## config.mk

```make
export PLATFORM = sky130hd
export DESIGN_NAME = executeUnit
export DESIGN_NICKNAME = d
export VERILOG_FILES = /design/src/rvPkg.sv /design/src/exBus.sv /design/src/alu.sv /design/src/exStageReg.sv /design/src/executeUnit.sv /design/src/opDecoder.sv /design/src/wbController.sv
export SDC_FILE = /design/constraint.sdc
export NUM_CORES = 1
export LEC_CHECK = 0
export BUFFER_PORTS_ARGS = -buffer_cell sky130_fd_sc_hd__buf_2
export CORE_ASPECT_RATIO = 0.5
export CORE_MARGIN = 2
export CORE_UTILIZATION = 41
export CTS_CLUSTER_DIAMETER = 80
export DETAILED_ROUTE_END_ITERATION = 16
export PLACE_DENSITY_LB_ADDON = 0.3
export SLEW_MARGIN = 10
export SYNTH_ARGS = -nofsm -noshare
export SYNTH_HDL_FRONTEND = slang
export SYNTH_SLANG_ARGS = --single-unit
```

## constraint.sdc

```tcl
create_clock -name clk -period 14.2 [get_ports clk]
set_input_delay 0.71 -clock clk [delete_from_list [all_inputs] [get_ports clk]]
set_output_delay 0.71 -clock clk [all_outputs]
set_load 0.03 [all_outputs]
```

## src/rvPkg.sv

```systemverilog
package rvPkg;

	// widths fixed by the RV32I ISA
	typedef logic [31:0] dataT; // operand or result word
	typedef logic [31:0] addrT; // program counter
	typedef logic [6:0] opcodeT; // major opcode
	typedef logic [2:0] func3T; // minor opcode
	typedef logic [6:0] func7T; // function field

	// operations the execute ALU can perform
	typedef enum logic [4:0]
	{
		ADD = 5'd0,
		SUB = 5'd1,
		SLL = 5'd2,
		SRL = 5'd3,
		SRA = 5'd4,
		SLT = 5'd5, // signed less than
		SLTU = 5'd6, // unsigned less than
		XOR = 5'd7,
		OR = 5'd8,
		AND = 5'd9,
		EQ = 5'd10, // branch compares
		NE = 5'd11,
		GE = 5'd12,
		GEU = 5'd13
	} aluOpT;

	// what the write-back step does with a result
	typedef enum logic [2:0]
	{
		IDLE = 3'd0, // nothing to do
		REGWRITE = 3'd1, // result to rd
		BRANCH = 3'd2, // conditional pc write
		JUMP = 3'd3 // link to rd, target to pc
	} wbKindT;

	// major opcodes handled by the slice
	localparam opcodeT OP_R = 7'b0110011;
	localparam opcodeT OP_IMM = 7'b0010011;
	localparam opcodeT OP_LUI = 7'b0110111;
	localparam opcodeT OP_AUIPC = 7'b0010111;
	localparam opcodeT OP_BRANCH = 7'b1100011;
	localparam opcodeT OP_JAL = 7'b1101111;
	localparam opcodeT OP_JALR = 7'b1100111;

	// branch func3 codes, 2 and 3 are reserved
	localparam func3T F3_BEQ = 3'd0;
	localparam func3T F3_BNE = 3'd1;
	localparam func3T F3_BLT = 3'd4;
	localparam func3T F3_BGE = 3'd5;
	localparam func3T F3_BLTU = 3'd6;
	localparam func3T F3_BGEU = 3'd7;

endpackage

```

## src/exBus.sv

```systemverilog
interface exBus import rvPkg::*; ();

	wbKindT kind; // IDLE means empty slot
	dataT result; // alu output, imm for lui
	addrT target; // jump or branch destination
	dataT link; // pc + 4

	// producer side
	modport source
	(
		output kind,
		output result,
		output target,
		output link
	);

	// consumer side
	modport sink
	(
		input kind,
		input result,
		input target,
		input link
	);

endinterface

```

## src/alu.sv

```systemverilog
module alu import rvPkg::*;
(
	input aluOpT aluOp,
	input dataT x,
	input dataT y,
	output dataT out
);

	logic [4:0] shamt;
	logic lessSigned;
	logic lessUnsigned;

	assign shamt = y[4:0]; // only low 5 bits shift
	assign lessSigned = $signed(x) < $signed(y);
	assign lessUnsigned = x < y;

	always_comb
	begin
		out = '0;
		case (aluOp)
			ADD: out = x + y;
			SUB: out = x - y;
			SLL: out = x << shamt;
			SRL: out = x >> shamt;
			SRA: out = dataT'($signed(x) >>> shamt);
			SLT: out = {31'd0, lessSigned};
			SLTU: out = {31'd0, lessUnsigned};
			XOR: out = x ^ y;
			OR: out = x | y;
			AND: out = x & y;
			EQ: out = {31'd0, x == y};
			NE: out = {31'd0, x != y};
			GE: out = {31'd0, ~lessSigned};
			GEU: out = {31'd0, ~lessUnsigned};
			default: out = '0;
		endcase
	end

endmodule

```

## src/exStageReg.sv

```systemverilog
module exStageReg import rvPkg::*;
(
	input logic clk,
	input logic reset,
	exBus.sink exIn,
	exBus.source exOut
);

	always_ff @(posedge clk)
	begin
		if (reset)
		begin
			exOut.kind <= IDLE; // empty slot after reset
			exOut.result <= '0;
			exOut.target <= '0;
			exOut.link <= '0;
		end
		else
		begin
			exOut.kind <= exIn.kind;
			exOut.result <= exIn.result;
			exOut.target <= exIn.target;
			exOut.link <= exIn.link;
		end
	end

endmodule

```

## src/executeUnit.sv

```systemverilog
module executeUnit import rvPkg::*;
(
	input logic clk,
	input logic reset,
	input opcodeT opcode,
	input func3T func3,
	input func7T func7,
	input dataT regReadData0,
	input dataT regReadData1,
	input dataT imm,
	input addrT pcReadData,
	output logic regWriteEnable,
	output dataT regWriteData,
	output logic pcWriteEnable,
	output addrT pcWriteData
);

	exBus decBus(); // decoder to stage register
	exBus regBus(); // stage register to controller

	opDecoder opDecoder_inst
	(
		.opcode(opcode),
		.func3(func3),
		.func7(func7),
		.regReadData0(regReadData0),
		.regReadData1(regReadData1),
		.imm(imm),
		.pcReadData(pcReadData),
		.pcWriteEnable(pcWriteEnable), // branch shadow feedback
		.exOut(decBus.source)
	);

	exStageReg exStageReg_inst
	(
		.clk(clk),
		.reset(reset),
		.exIn(decBus.sink),
		.exOut(regBus.source)
	);

	wbController wbController_inst
	(
		.clk(clk),
		.reset(reset),
		.exIn(regBus.sink),
		.regWriteEnable(regWriteEnable),
		.regWriteData(regWriteData),
		.pcWriteEnable(pcWriteEnable),
		.pcWriteData(pcWriteData)
	);

endmodule

```

## src/opDecoder.sv

```systemverilog
module opDecoder import rvPkg::*;
(
	input opcodeT opcode,
	input func3T func3,
	input func7T func7,
	input dataT regReadData0,
	input dataT regReadData1,
	input dataT imm,
	input addrT pcReadData,
	input logic pcWriteEnable,
	exBus.source exOut
);

	aluOpT aluOp;
	dataT aluX;
	dataT aluY;
	dataT aluOut;
	addrT pcRelTarget;
	addrT jalrSum;
	dataT linkAddr;
	logic useImm; // lui bypasses the alu

	assign pcRelTarget = pcReadData + imm; // jal and branch destination
	assign jalrSum = regReadData0 + imm; // rs1 + imm for jalr
	assign linkAddr = pcReadData + 32'd4;

	always_comb
	begin
		aluOp = ADD;
		aluX = regReadData0;
		aluY = regReadData1;
		useImm = 1'b0;
		exOut.kind = IDLE;
		exOut.target = pcRelTarget;

		// shadow of a taken branch or jump, drop this slot
		if (!pcWriteEnable)
		begin
			case (opcode)
				OP_R:
				begin
					case (func3)
						3'd0: aluOp = func7[5] ? SUB : ADD;
						3'd1: aluOp = SLL;
						3'd2: aluOp = SLT;
						3'd3: aluOp = SLTU;
						3'd4: aluOp = XOR;
						3'd5: aluOp = func7[5] ? SRA : SRL;
						3'd6: aluOp = OR;
						default: aluOp = AND;
					endcase
					exOut.kind = REGWRITE;
				end
				OP_IMM:
				begin
					case (func3)
						3'd0: aluOp = ADD;
						3'd1: aluOp = SLL;
						3'd2: aluOp = SLT;
						3'd3: aluOp = SLTU;
						3'd4: aluOp = XOR;
						3'd5: aluOp = imm[10] ? SRA : SRL; // srai sits in imm[10]
						3'd6: aluOp = OR;
						default: aluOp = AND;
					endcase
					aluY = imm;
					exOut.kind = REGWRITE;
				end
				OP_LUI:
				begin
					useImm = 1'b1;
					exOut.kind = REGWRITE;
				end
				OP_AUIPC:
				begin
					aluX = pcReadData;
					aluY = imm;
					exOut.kind = REGWRITE;
				end
				OP_BRANCH:
				begin
					exOut.kind = BRANCH;
					case (func3)
						F3_BEQ: aluOp = EQ;
						F3_BNE: aluOp = NE;
						F3_BLT: aluOp = SLT;
						F3_BGE: aluOp = GE;
						F3_BLTU: aluOp = SLTU;
						F3_BGEU: aluOp = GEU;
						default: exOut.kind = IDLE; // reserved encodings
					endcase
				end
				OP_JAL:
				begin
					aluX = pcReadData;
					aluY = imm;
					exOut.kind = JUMP;
				end
				OP_JALR:
				begin
					aluY = imm;
					exOut.target = {jalrSum[31:1], 1'b0}; // lsb cleared
					exOut.kind = JUMP;
				end
				default: exOut.kind = IDLE; // loads, stores, unknown
			endcase
		end
	end

	assign exOut.result = useImm ? imm : aluOut;
	assign exOut.link = linkAddr;

	alu alu_inst
	(
		.aluOp(aluOp),
		.x(aluX),
		.y(aluY),
		.out(aluOut)
	);

endmodule

```

## src/wbController.sv

```systemverilog
module wbController import rvPkg::*;
(
	input logic clk,
	input logic reset,
	exBus.sink exIn,
	output logic regWriteEnable,
	output dataT regWriteData,
	output logic pcWriteEnable,
	output addrT pcWriteData
);

	logic regWriteNext;
	logic pcWriteNext;
	logic branchTaken;

	assign branchTaken = exIn.result[0]; // compare result from the alu

	// decide which writes this entry makes
	always_comb
	begin
		regWriteNext = 1'b0;
		pcWriteNext = 1'b0;
		case (exIn.kind)
			REGWRITE: regWriteNext = 1'b1;
			BRANCH: pcWriteNext = branchTaken;
			JUMP:
			begin
				regWriteNext = 1'b1; // rd gets pc + 4
				pcWriteNext = 1'b1;
			end
			default:
			begin
				regWriteNext = 1'b0;
				pcWriteNext = 1'b0;
			end
		endcase
	end

	always_ff @(posedge clk)
	begin
		if (reset)
		begin
			regWriteEnable <= 1'b0;
			pcWriteEnable <= 1'b0;
		end
		else
		begin
			regWriteEnable <= regWriteNext;
			pcWriteEnable <= pcWriteNext;
		end
	end

	always_ff @(posedge clk)
	begin
		regWriteData <= (exIn.kind == JUMP) ? exIn.link : exIn.result;
		pcWriteData <= exIn.target;
	end

endmodule
```

## Word level (Yosys, flattened, before mapping)

Index checks and enable logic that the tools add are counted.

| storage, ports and cells | value |
|---|---|
| register bits | 165 |
| bits of input ports | 147 |
| output and inout bits | 66 |
| logic and storage cells | 87 |

| cells by class | value |
|---|---|
| add/subtract/negate cells | 5 |
| magnitude comparators | 2 |
| equality and inequality tests | 32 |
| shifts and indexed selects | 3 |
| muxes and demuxes | 23 |
| bitwise operators | 5 |
| reductions and logical operators | 9 |

Operators with widths:

| kind | count |
|---|---|
| 32-bit one-hot mux with 14 select lines | 1 |
| 32-bit 2-to-1 mux | 8 |
| 32-bit adder | 3 |
| 5-bit one-hot mux with 7 select lines | 2 |
| 32-bit < comparator | 2 |
| 32-bit by 3-bit adder with 32-bit output (second input constant) | 1 |
| 32-bit bitwise AND | 1 |
| 32-bit == test | 1 |
| 32-bit != test | 1 |
| 32-bit bitwise OR | 1 |
| 32-bit by 5-bit << shifter with 32-bit output | 1 |
| 32-bit by 5-bit right shift with 32-bit output | 1 |
| 32-bit by 5-bit >>> shifter with 32-bit output | 1 |
| 32-bit subtractor | 1 |
| 32-bit bitwise XOR | 1 |
| 5-bit by 4-bit == test with 1-bit output (second input constant) | 6 |
| 4-bit one-hot mux with 6 select lines | 1 |
| 7-bit == test (second input constant) | 3 |
| 5-bit by 3-bit == test with 1-bit output (second input constant) | 4 |
| 5-bit one-hot mux with 3 select lines | 1 |
| 7-bit by 5-bit == test with 1-bit output (second input constant) | 2 |
| 7-bit by 6-bit == test with 1-bit output (second input constant) | 2 |
| 3-bit by 2-bit == test with 1-bit output (second input constant) | 4 |
| 3-bit == test (second input constant) | 4 |
| other kinds (15) | 26 |

## Longest topological paths before layout

Gate-level depths: netlist (run 1).

| logic depth | value |
|---|---|
| depth in word-level cells | 8 |
| gate-level depth with buffers | 22 |

## Hierarchy

From an unflattened synthesis (run 1), not the netlist that was laid out.

| unflattened totals | value |
|---|---|
| cell total of the unflattened synthesis | 2386 |
| area total of the unflattened synthesis | 19034.5 sq um |

Modules (own cells, without submodules):

| module | times used | cells each | area each (sq um) | sequential area each (sq um) |
|---|---|---|---|---|
| alu | 1 | 1321 | 9007.4 | 0.0 |
| opDecoder | 1 | 751 | 5484.0 | 0.0 |
| exStageReg | 1 | 209 | 2675.1 | 1981.9 |
| wbController | 1 | 105 | 1868.0 | 1321.3 |

## Worst setup path before layout (run 1)

No wires, ideal clock.

| path | value |
|---|---|
| kind | input to register |
| from | input port opcode[3] |
| to | register exStageReg_inst.exOut.result[30] |
| setup time | 62 ps |
| arrival time | 5508 ps |
| data required time | 14138 ps |
| setup slack | 8630 ps |
| stages on the path | 20 |
| path buffers | 6 |
| path through | buf_6 -> or4b_4 -> a21oi_4 -> mux2i_1 -> buf_2 -> buf_1 -> clkbuf_1 -> clkbuf_1 -> ha_1 -> clkbuf_1 -> nor2b_1 -> o21ai_0 -> a21o_1 -> a21o_1 -> a21oi_1 -> o211ai_1 -> a211oi_1 -> or4b_2 -> a211o_1 -> nand3_1 |

| on the way | value |
|---|---|
| cells in the longest elaborated chain, start to end | 7 |
| elaborated cells on any way between the ends | 41 |

RTL lines:

| item | line | text |
|---|---|---|
| start: declaration | executeUnit.sv:5 | `input opcodeT opcode,` |
| 7-bit by 5-bit == test with 1-bit output or 7-bit == test (tied branches) | opDecoder.sv:39 | `case (opcode)` |
| 4-bit OR reduction (no line) or 2-bit OR reduction (tied branches) | - |  |
| 32-bit 2-to-1 mux | opDecoder.sv:39 |  |
| 32-bit 2-to-1 mux | opDecoder.sv:37 | `if (!pcWriteEnable)` |
| 32-bit subtractor, or another cell as far along | alu.sv:22 | `SUB: out = x - y;` |
| 32-bit one-hot mux with 14 select lines | alu.sv:20 | `case (aluOp)` |
| 32-bit 2-to-1 mux * | opDecoder.sv:110 | `assign exOut.result = useImm ? imm : aluOut;` |
| end: declaration | exBus.sv:12 | `output result,` |

Every way passes the cells marked *; elsewhere a longest branch is shown, timed or not.
A chain may end at the register's enable or synchronous reset.

## Worst setup path after layout (run 1)

| path | value |
|---|---|
| from | register wbController_inst.pcWriteEnable |
| to | register exStageReg_inst.exOut.result[28] |

| on the way | value |
|---|---|
| cells in the longest elaborated chain, start to end | 4 |
| elaborated cells on any way between the ends | 28 |

RTL lines:

| item | line | text |
|---|---|---|
| start: declaration | wbController.sv:8 | `output logic pcWriteEnable,` |
| start signal: assignment | wbController.sv:49 | `pcWriteEnable <= pcWriteNext;` |
| 32-bit 2-to-1 mux or 5-bit 2-to-1 mux (tied branches) | opDecoder.sv:37 |  |
| 32-bit subtractor, or another cell as far along | alu.sv:22 |  |
| 32-bit one-hot mux with 14 select lines | alu.sv:20 |  |
| 32-bit 2-to-1 mux * | opDecoder.sv:110 |  |

Marked as above.

==> flow_summary.json, run 1 <==
{
  "start_util_pct": 41.8,
  "p_clk_share_pct": 26.3,
  "synth-edff-count": 0,
  "synth-main-ff-cell": "dfxtp_1",
  "ff2ff_path_depth": 15,
  "max_freq_mhz": 162,
  "tritoncts": "built",
  "setup-tns-final_ns": 0,
  "required_ns": 14.49,
  "first_pass_iters": 6,
  "cts.repair.resized": 0,
  "combPwrFrac_pct": 44.8,
  "grt_use_total_pct": 33.0,
  "startpoint_type": "register",
  "root_buffer": "clkbuf_16",
  "antenna_found_initial": 7,
  "portBuffers": 206,
  "grt_max_degree": 72,
  "ios": 213,
  "syn_inst": 2642,
  "grt_pass1_vias": 19349,
  "drive_gt1_share_pct": 15.1,
  "place_inst": 3366,
  "crit_arrival_ns": 6.45,
  "cts_setup_buffers": 0,
  "routed_wirelength_microns": 86100,
  "finalNonFillerCells": 3404,
  "worst_slack_ns": 8.04,
  "synthDistinctLibCells": 100,
  "viasPerCell": 6.43,
  "ir_worst_vdd_v": 0.0000542,
  "hold_viol_final": 0,
  "ys_async_sr_fraction_pct": 0,
  "syn_nets": 2958,
  "fp.coreArea_sq_um": 47100,
  "maxCapViolCount": 0,
  "avgRoutedWirePerCell_microns": 25.3,
  "final_cell_mix": "292 x nand2_1, 268 x nor2_1, 232 x a21oi_1",
  "ant_nets": 0,
  "end_kind": "register",
  "ys_seq_elements": 164,
  "holdWs_ns": 0.327,
  "leakage_nw": 9.80,
  "clk_pin_slew_ns": 0.07,
  "fill_cells": 4816,
  "p_per_area_nw_per_um2": 85.0,
  "fp.dieW_microns": 314,
  "rows": 56,
  "fin_nets": 3063,
  "yosysSeqAreaShare_pct": 16.7,
  "finalSetupViolations": 0,
  "post-route-period-util_pct": 43.4,
  "routed-via-count": 21880,
  "die_h_microns": 159,
  "cp_max_fo": 51,
  "slew_headroom_pct": 23.5,
  "rsz0062_at_grt": "false",
  "area_growth_pct": 10.7,
  "yosys_warnings": 0,
  "p_sw_share_pct": 42.5,
  "outcome": "finished, final reports clean",
  "intPower_mw": 1.06,
  "cts-buffers-inserted": 17,
  "tightest_slew_ns": 1.15,
  "clock_skew_ns": 0.0163,
  "holdBufCountCts": 0,
  "clk_latency_ns": 0.45,
  "min_period_ns": 6.16,
  "dp_slack_ns": 8.22,
  "final_common_cell": "nand2_1",
  "min_path_type": "register to register",
  "overflow": 0,
  "min_path_cells": 0,
  "final_cell_area_sq_um": 21800,
  "gp_congestion": 1.04,
  "grt_pass1_wl_microns": 125000,
  "first_iter_violations": 3335,
  "p_sw_mw": 0.786,
  "slew_violations": 0,
  "syn_avg_cell_area_sq_um": 7.44,
  "p_seq_share_pct": 28.8,
  "dpl.hpwl_microns": 66200,
  "die_area_sq_um": 49800,
  "drc_errors": 0,
  "h-tree-depth": 4,
  "postPlaceCellArea_sq_um": 21200,
  "synth_area_sq_um": 19700,
  "clock-sinks": 164,
  "path_class": "register to register",
  "clock_path_buffers": 2
}
[power by group through the flow]
stage	Sequential, mW	Combinational [mW]	Clock [mW]
after detailed placement	0.544	0.793	0
after global placement	0.543	0.787	0
after floorplan	0.591	0.487	0
after CTS	0.534	0.797	0.490
final	0.534	0.830	0.487
after global routing	0.539	0.878	0.510
[critical path, cell delays in order (launching register included)]
cell and delay (ns):
dfxtp_1 0.74, nand4b_1 0.34, a21o_2 0.14, buf_4 0.65, mux2i_4 0.62, inv_1 0.14
ha_1 0.43, nor4_1 0.60, nand2_1 0.18, a21o_1 0.23, a21oi_1 0.40, o211ai_1 0.21
a211oi_1 0.45, nor3_1 0.10, o21ai_0 0.51, a311oi_1 0.17
[sequential cells by signal, summed over array words and instances (netlist names)]
signal                            count
exStageReg_inst.exOut.target         32
exStageReg_inst.exOut.link           32
exStageReg_inst.exOut.kind            2
exStageReg_inst.exOut.result         32
wbController_inst.pcWriteData        32
wbController_inst.regWriteData       32
wbController_inst.pcWriteEnable       1
wbController_inst.regWriteEnable      1
[cells by family (layout without fill, tap and decap cells)]
kind of cell,Yosys count,after routing,synth area share (%)
and+or+nand+nor,901,901,21.2
AOI/OAI and AO/OA,816,816,28.0
buffers and inverters,292,410,6.22
muxes,212,212,13.1
adders and majority gates,169,169,10.9
DFF,164,164,16.7
xor gates and xnor gates,88,88,3.92
other,0,6,0
[final cells by class]
type	count	area [sq um]	share of cell area [%]
diodes	6	15.0	0.0690
clock buffers	18	429	1.97
clock inverters	14	164	0.753
inverters	126	473	2.17
multi-input cells	2186	15200	70.0
flip-flops and latches	164	3280	15.1
well taps	638	798	3.67
repair buffers	252	1380	6.33
[final timing paths]
kind	startpoint	endpoint	slack, ns
setup / recovery	wbController_inst.pcWriteEnable$_SDFF_PP0_	exStageReg_inst.exOut.result[28]$_SDFF_PP0_	8.04
hold / removal	exStageReg_inst.exOut.target[6]$_SDFF_PP0_	wbController_inst.pcWriteData[6]$_DFF_P_	0.33
setup reg to reg	wbController_inst.pcWriteEnable$_SDFF_PP0_	exStageReg_inst.exOut.result[28]$_SDFF_PP0_	8.04
hold reg to reg	exStageReg_inst.exOut.target[6]$_SDFF_PP0_	wbController_inst.pcWriteData[6]$_DFF_P_	0.33
[cells in the mapped netlist, types with 12 or more instances]
| master | count | area share [%] |
|---|---|---|
| nand2_1 | 293 | 5.6 |
| nor2_1 | 268 | 5.1 |
| a21oi_1 | 232 | 5.9 |
| ha_1 | 166 | 11 |
| dfxtp_1 | 164 | 17 |
| mux2i_1 | 126 | 6.4 |
| inv_1 | 122 | 2.3 |
| o21ai_0 | 113 | 2.9 |
| clkbuf_1 | 103 | 2.0 |
| nand3_1 | 80 | 2.0 |
| nor3_1 | 61 | 1.6 |
| o211ai_1 | 60 | 2.3 |
| a211oi_1 | 57 | 2.2 |
| a21o_1 | 57 | 2.2 |
| xnor2_1 | 53 | 2.4 |
| mux2_2 | 46 | 2.6 |
| xor2_1 | 35 | 1.6 |
| o21a_1 | 29 | 1.1 |
| and3_1 | 28 | 0.89 |
| o21bai_1 | 26 | 0.99 |
| buf_1 | 25 | 0.48 |
| nor2b_1 | 24 | 0.76 |
| a31oi_1 | 23 | 0.73 |
| o22ai_1 | 23 | 0.73 |
| o31ai_1 | 23 | 0.88 |
| buf_2 | 22 | 0.56 |
| mux4_2 | 20 | 2.3 |
| nand2b_1 | 20 | 0.64 |
| nand4_1 | 20 | 0.64 |
| or3_1 | 19 | 0.60 |
| nor4_1 | 18 | 0.57 |
| and2_1 | 15 | 0.48 |
| a311oi_1 | 14 | 0.62 |
| mux2i_2 | 12 | 0.84 |
| o211a_1 | 12 | 0.61 |
[per-stage QoR]
step	utilization [%]	power [mW]
after floorplan	-	1.08
after global placement	44.9	1.33
after detailed placement	44.9	1.34
after CTS	46.2	1.82
after global routing	46.2	1.93
final	46.2	1.85
[layer usage]
layer | track usage (%) | part of all wire (%) | wire, microns
met5 | 0 | 0 | 0
met4 | 7.31 | 2.4 | 2030
met3 | 9.25 | 14 | 11700
met2 | 46.0 | 40 | 34200
met1 | 49.2 | 44 | 38200
No activity file was read; power rests on OpenSTA's default activity.
==> run 2: changes to the inputs <==
==> constraint.sdc (replaced) <==
create_clock -name clk -period 5 [get_ports clk]
set_input_delay 0.25 -clock clk [delete_from_list [all_inputs] [get_ports clk]]
set_output_delay 0.25 -clock clk [all_outputs]
set_load 0.03 [all_outputs]
==> flow_summary.json, run 2 (same netlist as run 1, synthesis figures left out) <==
{
  "maxCapViolCount": 0,
  "r2r_start": "wbController_inst.pcWriteEnable$_SDFF_PP0_",
  "rows": 56,
  "end_kind": "register",
  "antenna_found_initial": 5,
  "grt_pass1_wl_microns": 131000,
  "max_stage_delay_ns": 0.53,
  "dpl.hpwl_microns": 71200,
  "finalNonFillerCells": 3525,
  "slowest_stage": "mux2i_4",
  "hold_viol_final": 0,
  "ff2ff_path_depth": 18,
  "path_class": "register to register",
  "tritoncts": "built",
  "finalSetupViolations": 0,
  "first_pass_iters": 6,
  "timing.reg2reg.setup_slack_ns": 0.15,
  "ant_nets": 0,
  "p_per_area_nw_per_um2": 237,
  "holdBufCountCts": 0,
  "die_h_microns": 159,
  "leakage_nw": 10.4,
  "h-tree-depth": 4,
  "grt-busiest-layer": "met1",
  "clock-sinks": 164,
  "crit_arrival_ns": 5.21,
  "overflow": 0,
  "max_freq_mhz": 206,
  "clock_skew_ns": 0.0160,
  "cp_common_cell": "buf_4",
  "grt.met3_usage_pct": 12.9,
  "cts-buffers-inserted": 17,
  "slew_violations": 0,
  "startpoint_type": "register",
  "grt_pass1_vias": 20386,
  "min_path_type": "input port to register",
  "gp_congestion": 1.05,
  "worst_slack_ns": 0.154,
  "die_area_sq_um": 49800,
  "setup-tns-final_ns": 0,
  "grt_max_degree": 75,
  "place_inst": 3489,
  "grt_use_met1_pct": 50.5,
  "outcome": "finished, final reports clean",
  "whs_endpoint": "exStageReg_inst.exOut.link[0]$_SDFF_PP0_",
  "final_cell_mix": "292 x nand2_1, 268 x nor2_1, 232 x a21oi_1",
  "slew_headroom_pct": 26.2,
  "start_util_pct": 41.8,
  "cts.repair.resized": 0,
  "final_common_cell": "nand2_1",
  "area_growth_pct": 15.8,
  "viasPerCell": 6.42,
  "first_iter_violations": 3452,
  "routed-via-count": 22619,
  "fp.coreArea_sq_um": 47100,
  "use_met2_pct": 47.5,
  "rsz0062_at_grt": "false",
  "fin_nets": 3186,
  "ir_worst_vdd_v": 0.000246,
  "clock_path_buffers": 2,
  "crit_family": "compound AO/OA/AOI/OAI gates",
  "ios": 213,
  "drc_errors": 0,
  "root_buffer": "clkbuf_16",
  "drive_gt1_share_pct": 18.8,
  "min_period_ns": 4.85,
  "avgRoutedWirePerCell_microns": 25.8,
  "min_path_cells": 2,
  "min_from": "pcReadData[0]",
  "post-route-period-util_pct": 96.9,
  "cp_max_fo": 20,
  "portBuffers": 206,
  "grt_use_total_pct": 34.9,
  "r2r-end": "exStageReg_inst.exOut.result[28]$_SDFF_PP0_",
  "path_cells": "buf_4 > and3b_1 > o21ai_2 > buf_4 > mux2i_4 > inv_2 > fa_1 > nor2b_1 > o21ai_0 > a21o_1 > a21o_1 > a21oi_1 > buf_4 > o211ai_1 > a211oi_1 > o21a_1 > o21ai_0 > a311oi_1",
  "dp_slack_ns": 0.129,
  "clk_latency_ns": 0.45,
  "fp.dieW_microns": 314,
  "routed_wirelength_microns": 90900,
  "utilization_pct": 48.3,
  "tightest_slew_ns": 1.09,
  "crit_buf_inv": 4,
  "clk_pin_slew_ns": 0.08,
  "cts_setup_buffers": 0,
  "required_ns": 5.36
}
run 2: cell types whose count changed in the layout (fill, tap and decap cells not counted):
cell	previous run	this run
buf_12	0	8
clkbuf_8	0	2
clkinvlp_4	1	2
bufinv_16	2	0
clkinv_2	2	0
clkinv_4	2	3
diode_2	6	4
buf_4	47	162
run 2: final cells by class:
type,count,area [sq um]
Fill cell,4786,24300
Multi-Input combinational cell,2186,15200
Sequential cell,164,3280
Timing Repair Buffer,375,2400
Tap cell,638,798
Inverter,126,473
Clock buffer,20,457
Clock inverter,12,110
Antenna cell,4,10.0
run 2: worst max-delay path by stage:
stage | from | end | slack (ns) | depth (start not counted)
6_report | wbController_inst.pcWriteEnable$_SDFF_PP0_ | exStageReg_inst.exOut.result[28]$_SDFF_PP0_ | 0.15 | 18
2_1_floorplan | opcode[3] | exStageReg_inst.exOut.result[30]$_SDFF_PP0_ | 0.03 | 20
4_1_cts | wbController_inst.pcWriteEnable$_SDFF_PP0_ | exStageReg_inst.exOut.result[28]$_SDFF_PP0_ | 0.32 | 18
5_1_grt | wbController_inst.pcWriteEnable$_SDFF_PP0_ | exStageReg_inst.exOut.result[28]$_SDFF_PP0_ | 0.03 | 18
3_5_place_dp | opcode[3] | exStageReg_inst.exOut.result[26]$_SDFF_PP0_ | 0.13 | 17
3_3_place_gp | opcode[3] | exStageReg_inst.exOut.result[30]$_SDFF_PP0_ | 0.22 | 18
run 2: per-stage QoR:
step / power (mW) / cell area, sq um / hold slack, ns
finish: 5.40 / 22800 / 0.116
detailed placement: 3.95 / 22200 / 0.312
floorplan: 3.06 / 19700 / 0.310
global placement: 3.94 / 22200 / 0.311
global route: 5.61 / 22800 / 0.105
CTS: 5.29 / 22800 / 0.0992
run 2: layer usage:
| layer | part of all wire (%) | wire [microns] |
|---|---|---|
| met5 | 0.035 | 32 |
| met4 | 2.3 | 2070 |
| met3 | 16 | 14400 |
| met2 | 39 | 35500 |
| met1 | 43 | 38900 |
run 2: report_power, final:
part	internal [mW]	switching [mW]	total, mW	leakage (nW)
combinational	0.915	1.59	2.51	8.77
clock	0.684	0.682	1.37	0.274
sequential	1.47	0.0570	1.53	1.37
total	3.07	2.33	5.40	10.4
run 2: worst reg2reg max path: cells and delay by family, from the launching register on:
kind / cells / cell delay [ns]
and+or+nand+nor: 2 / 0.43
muxes: 1 / 0.54
adders and majority gates: 1 / 0.45
buffers and inverters: 4 / 0.96
AOI/OAI and AO/OA: 10 / 2.05
DFF: 1 / 0.35
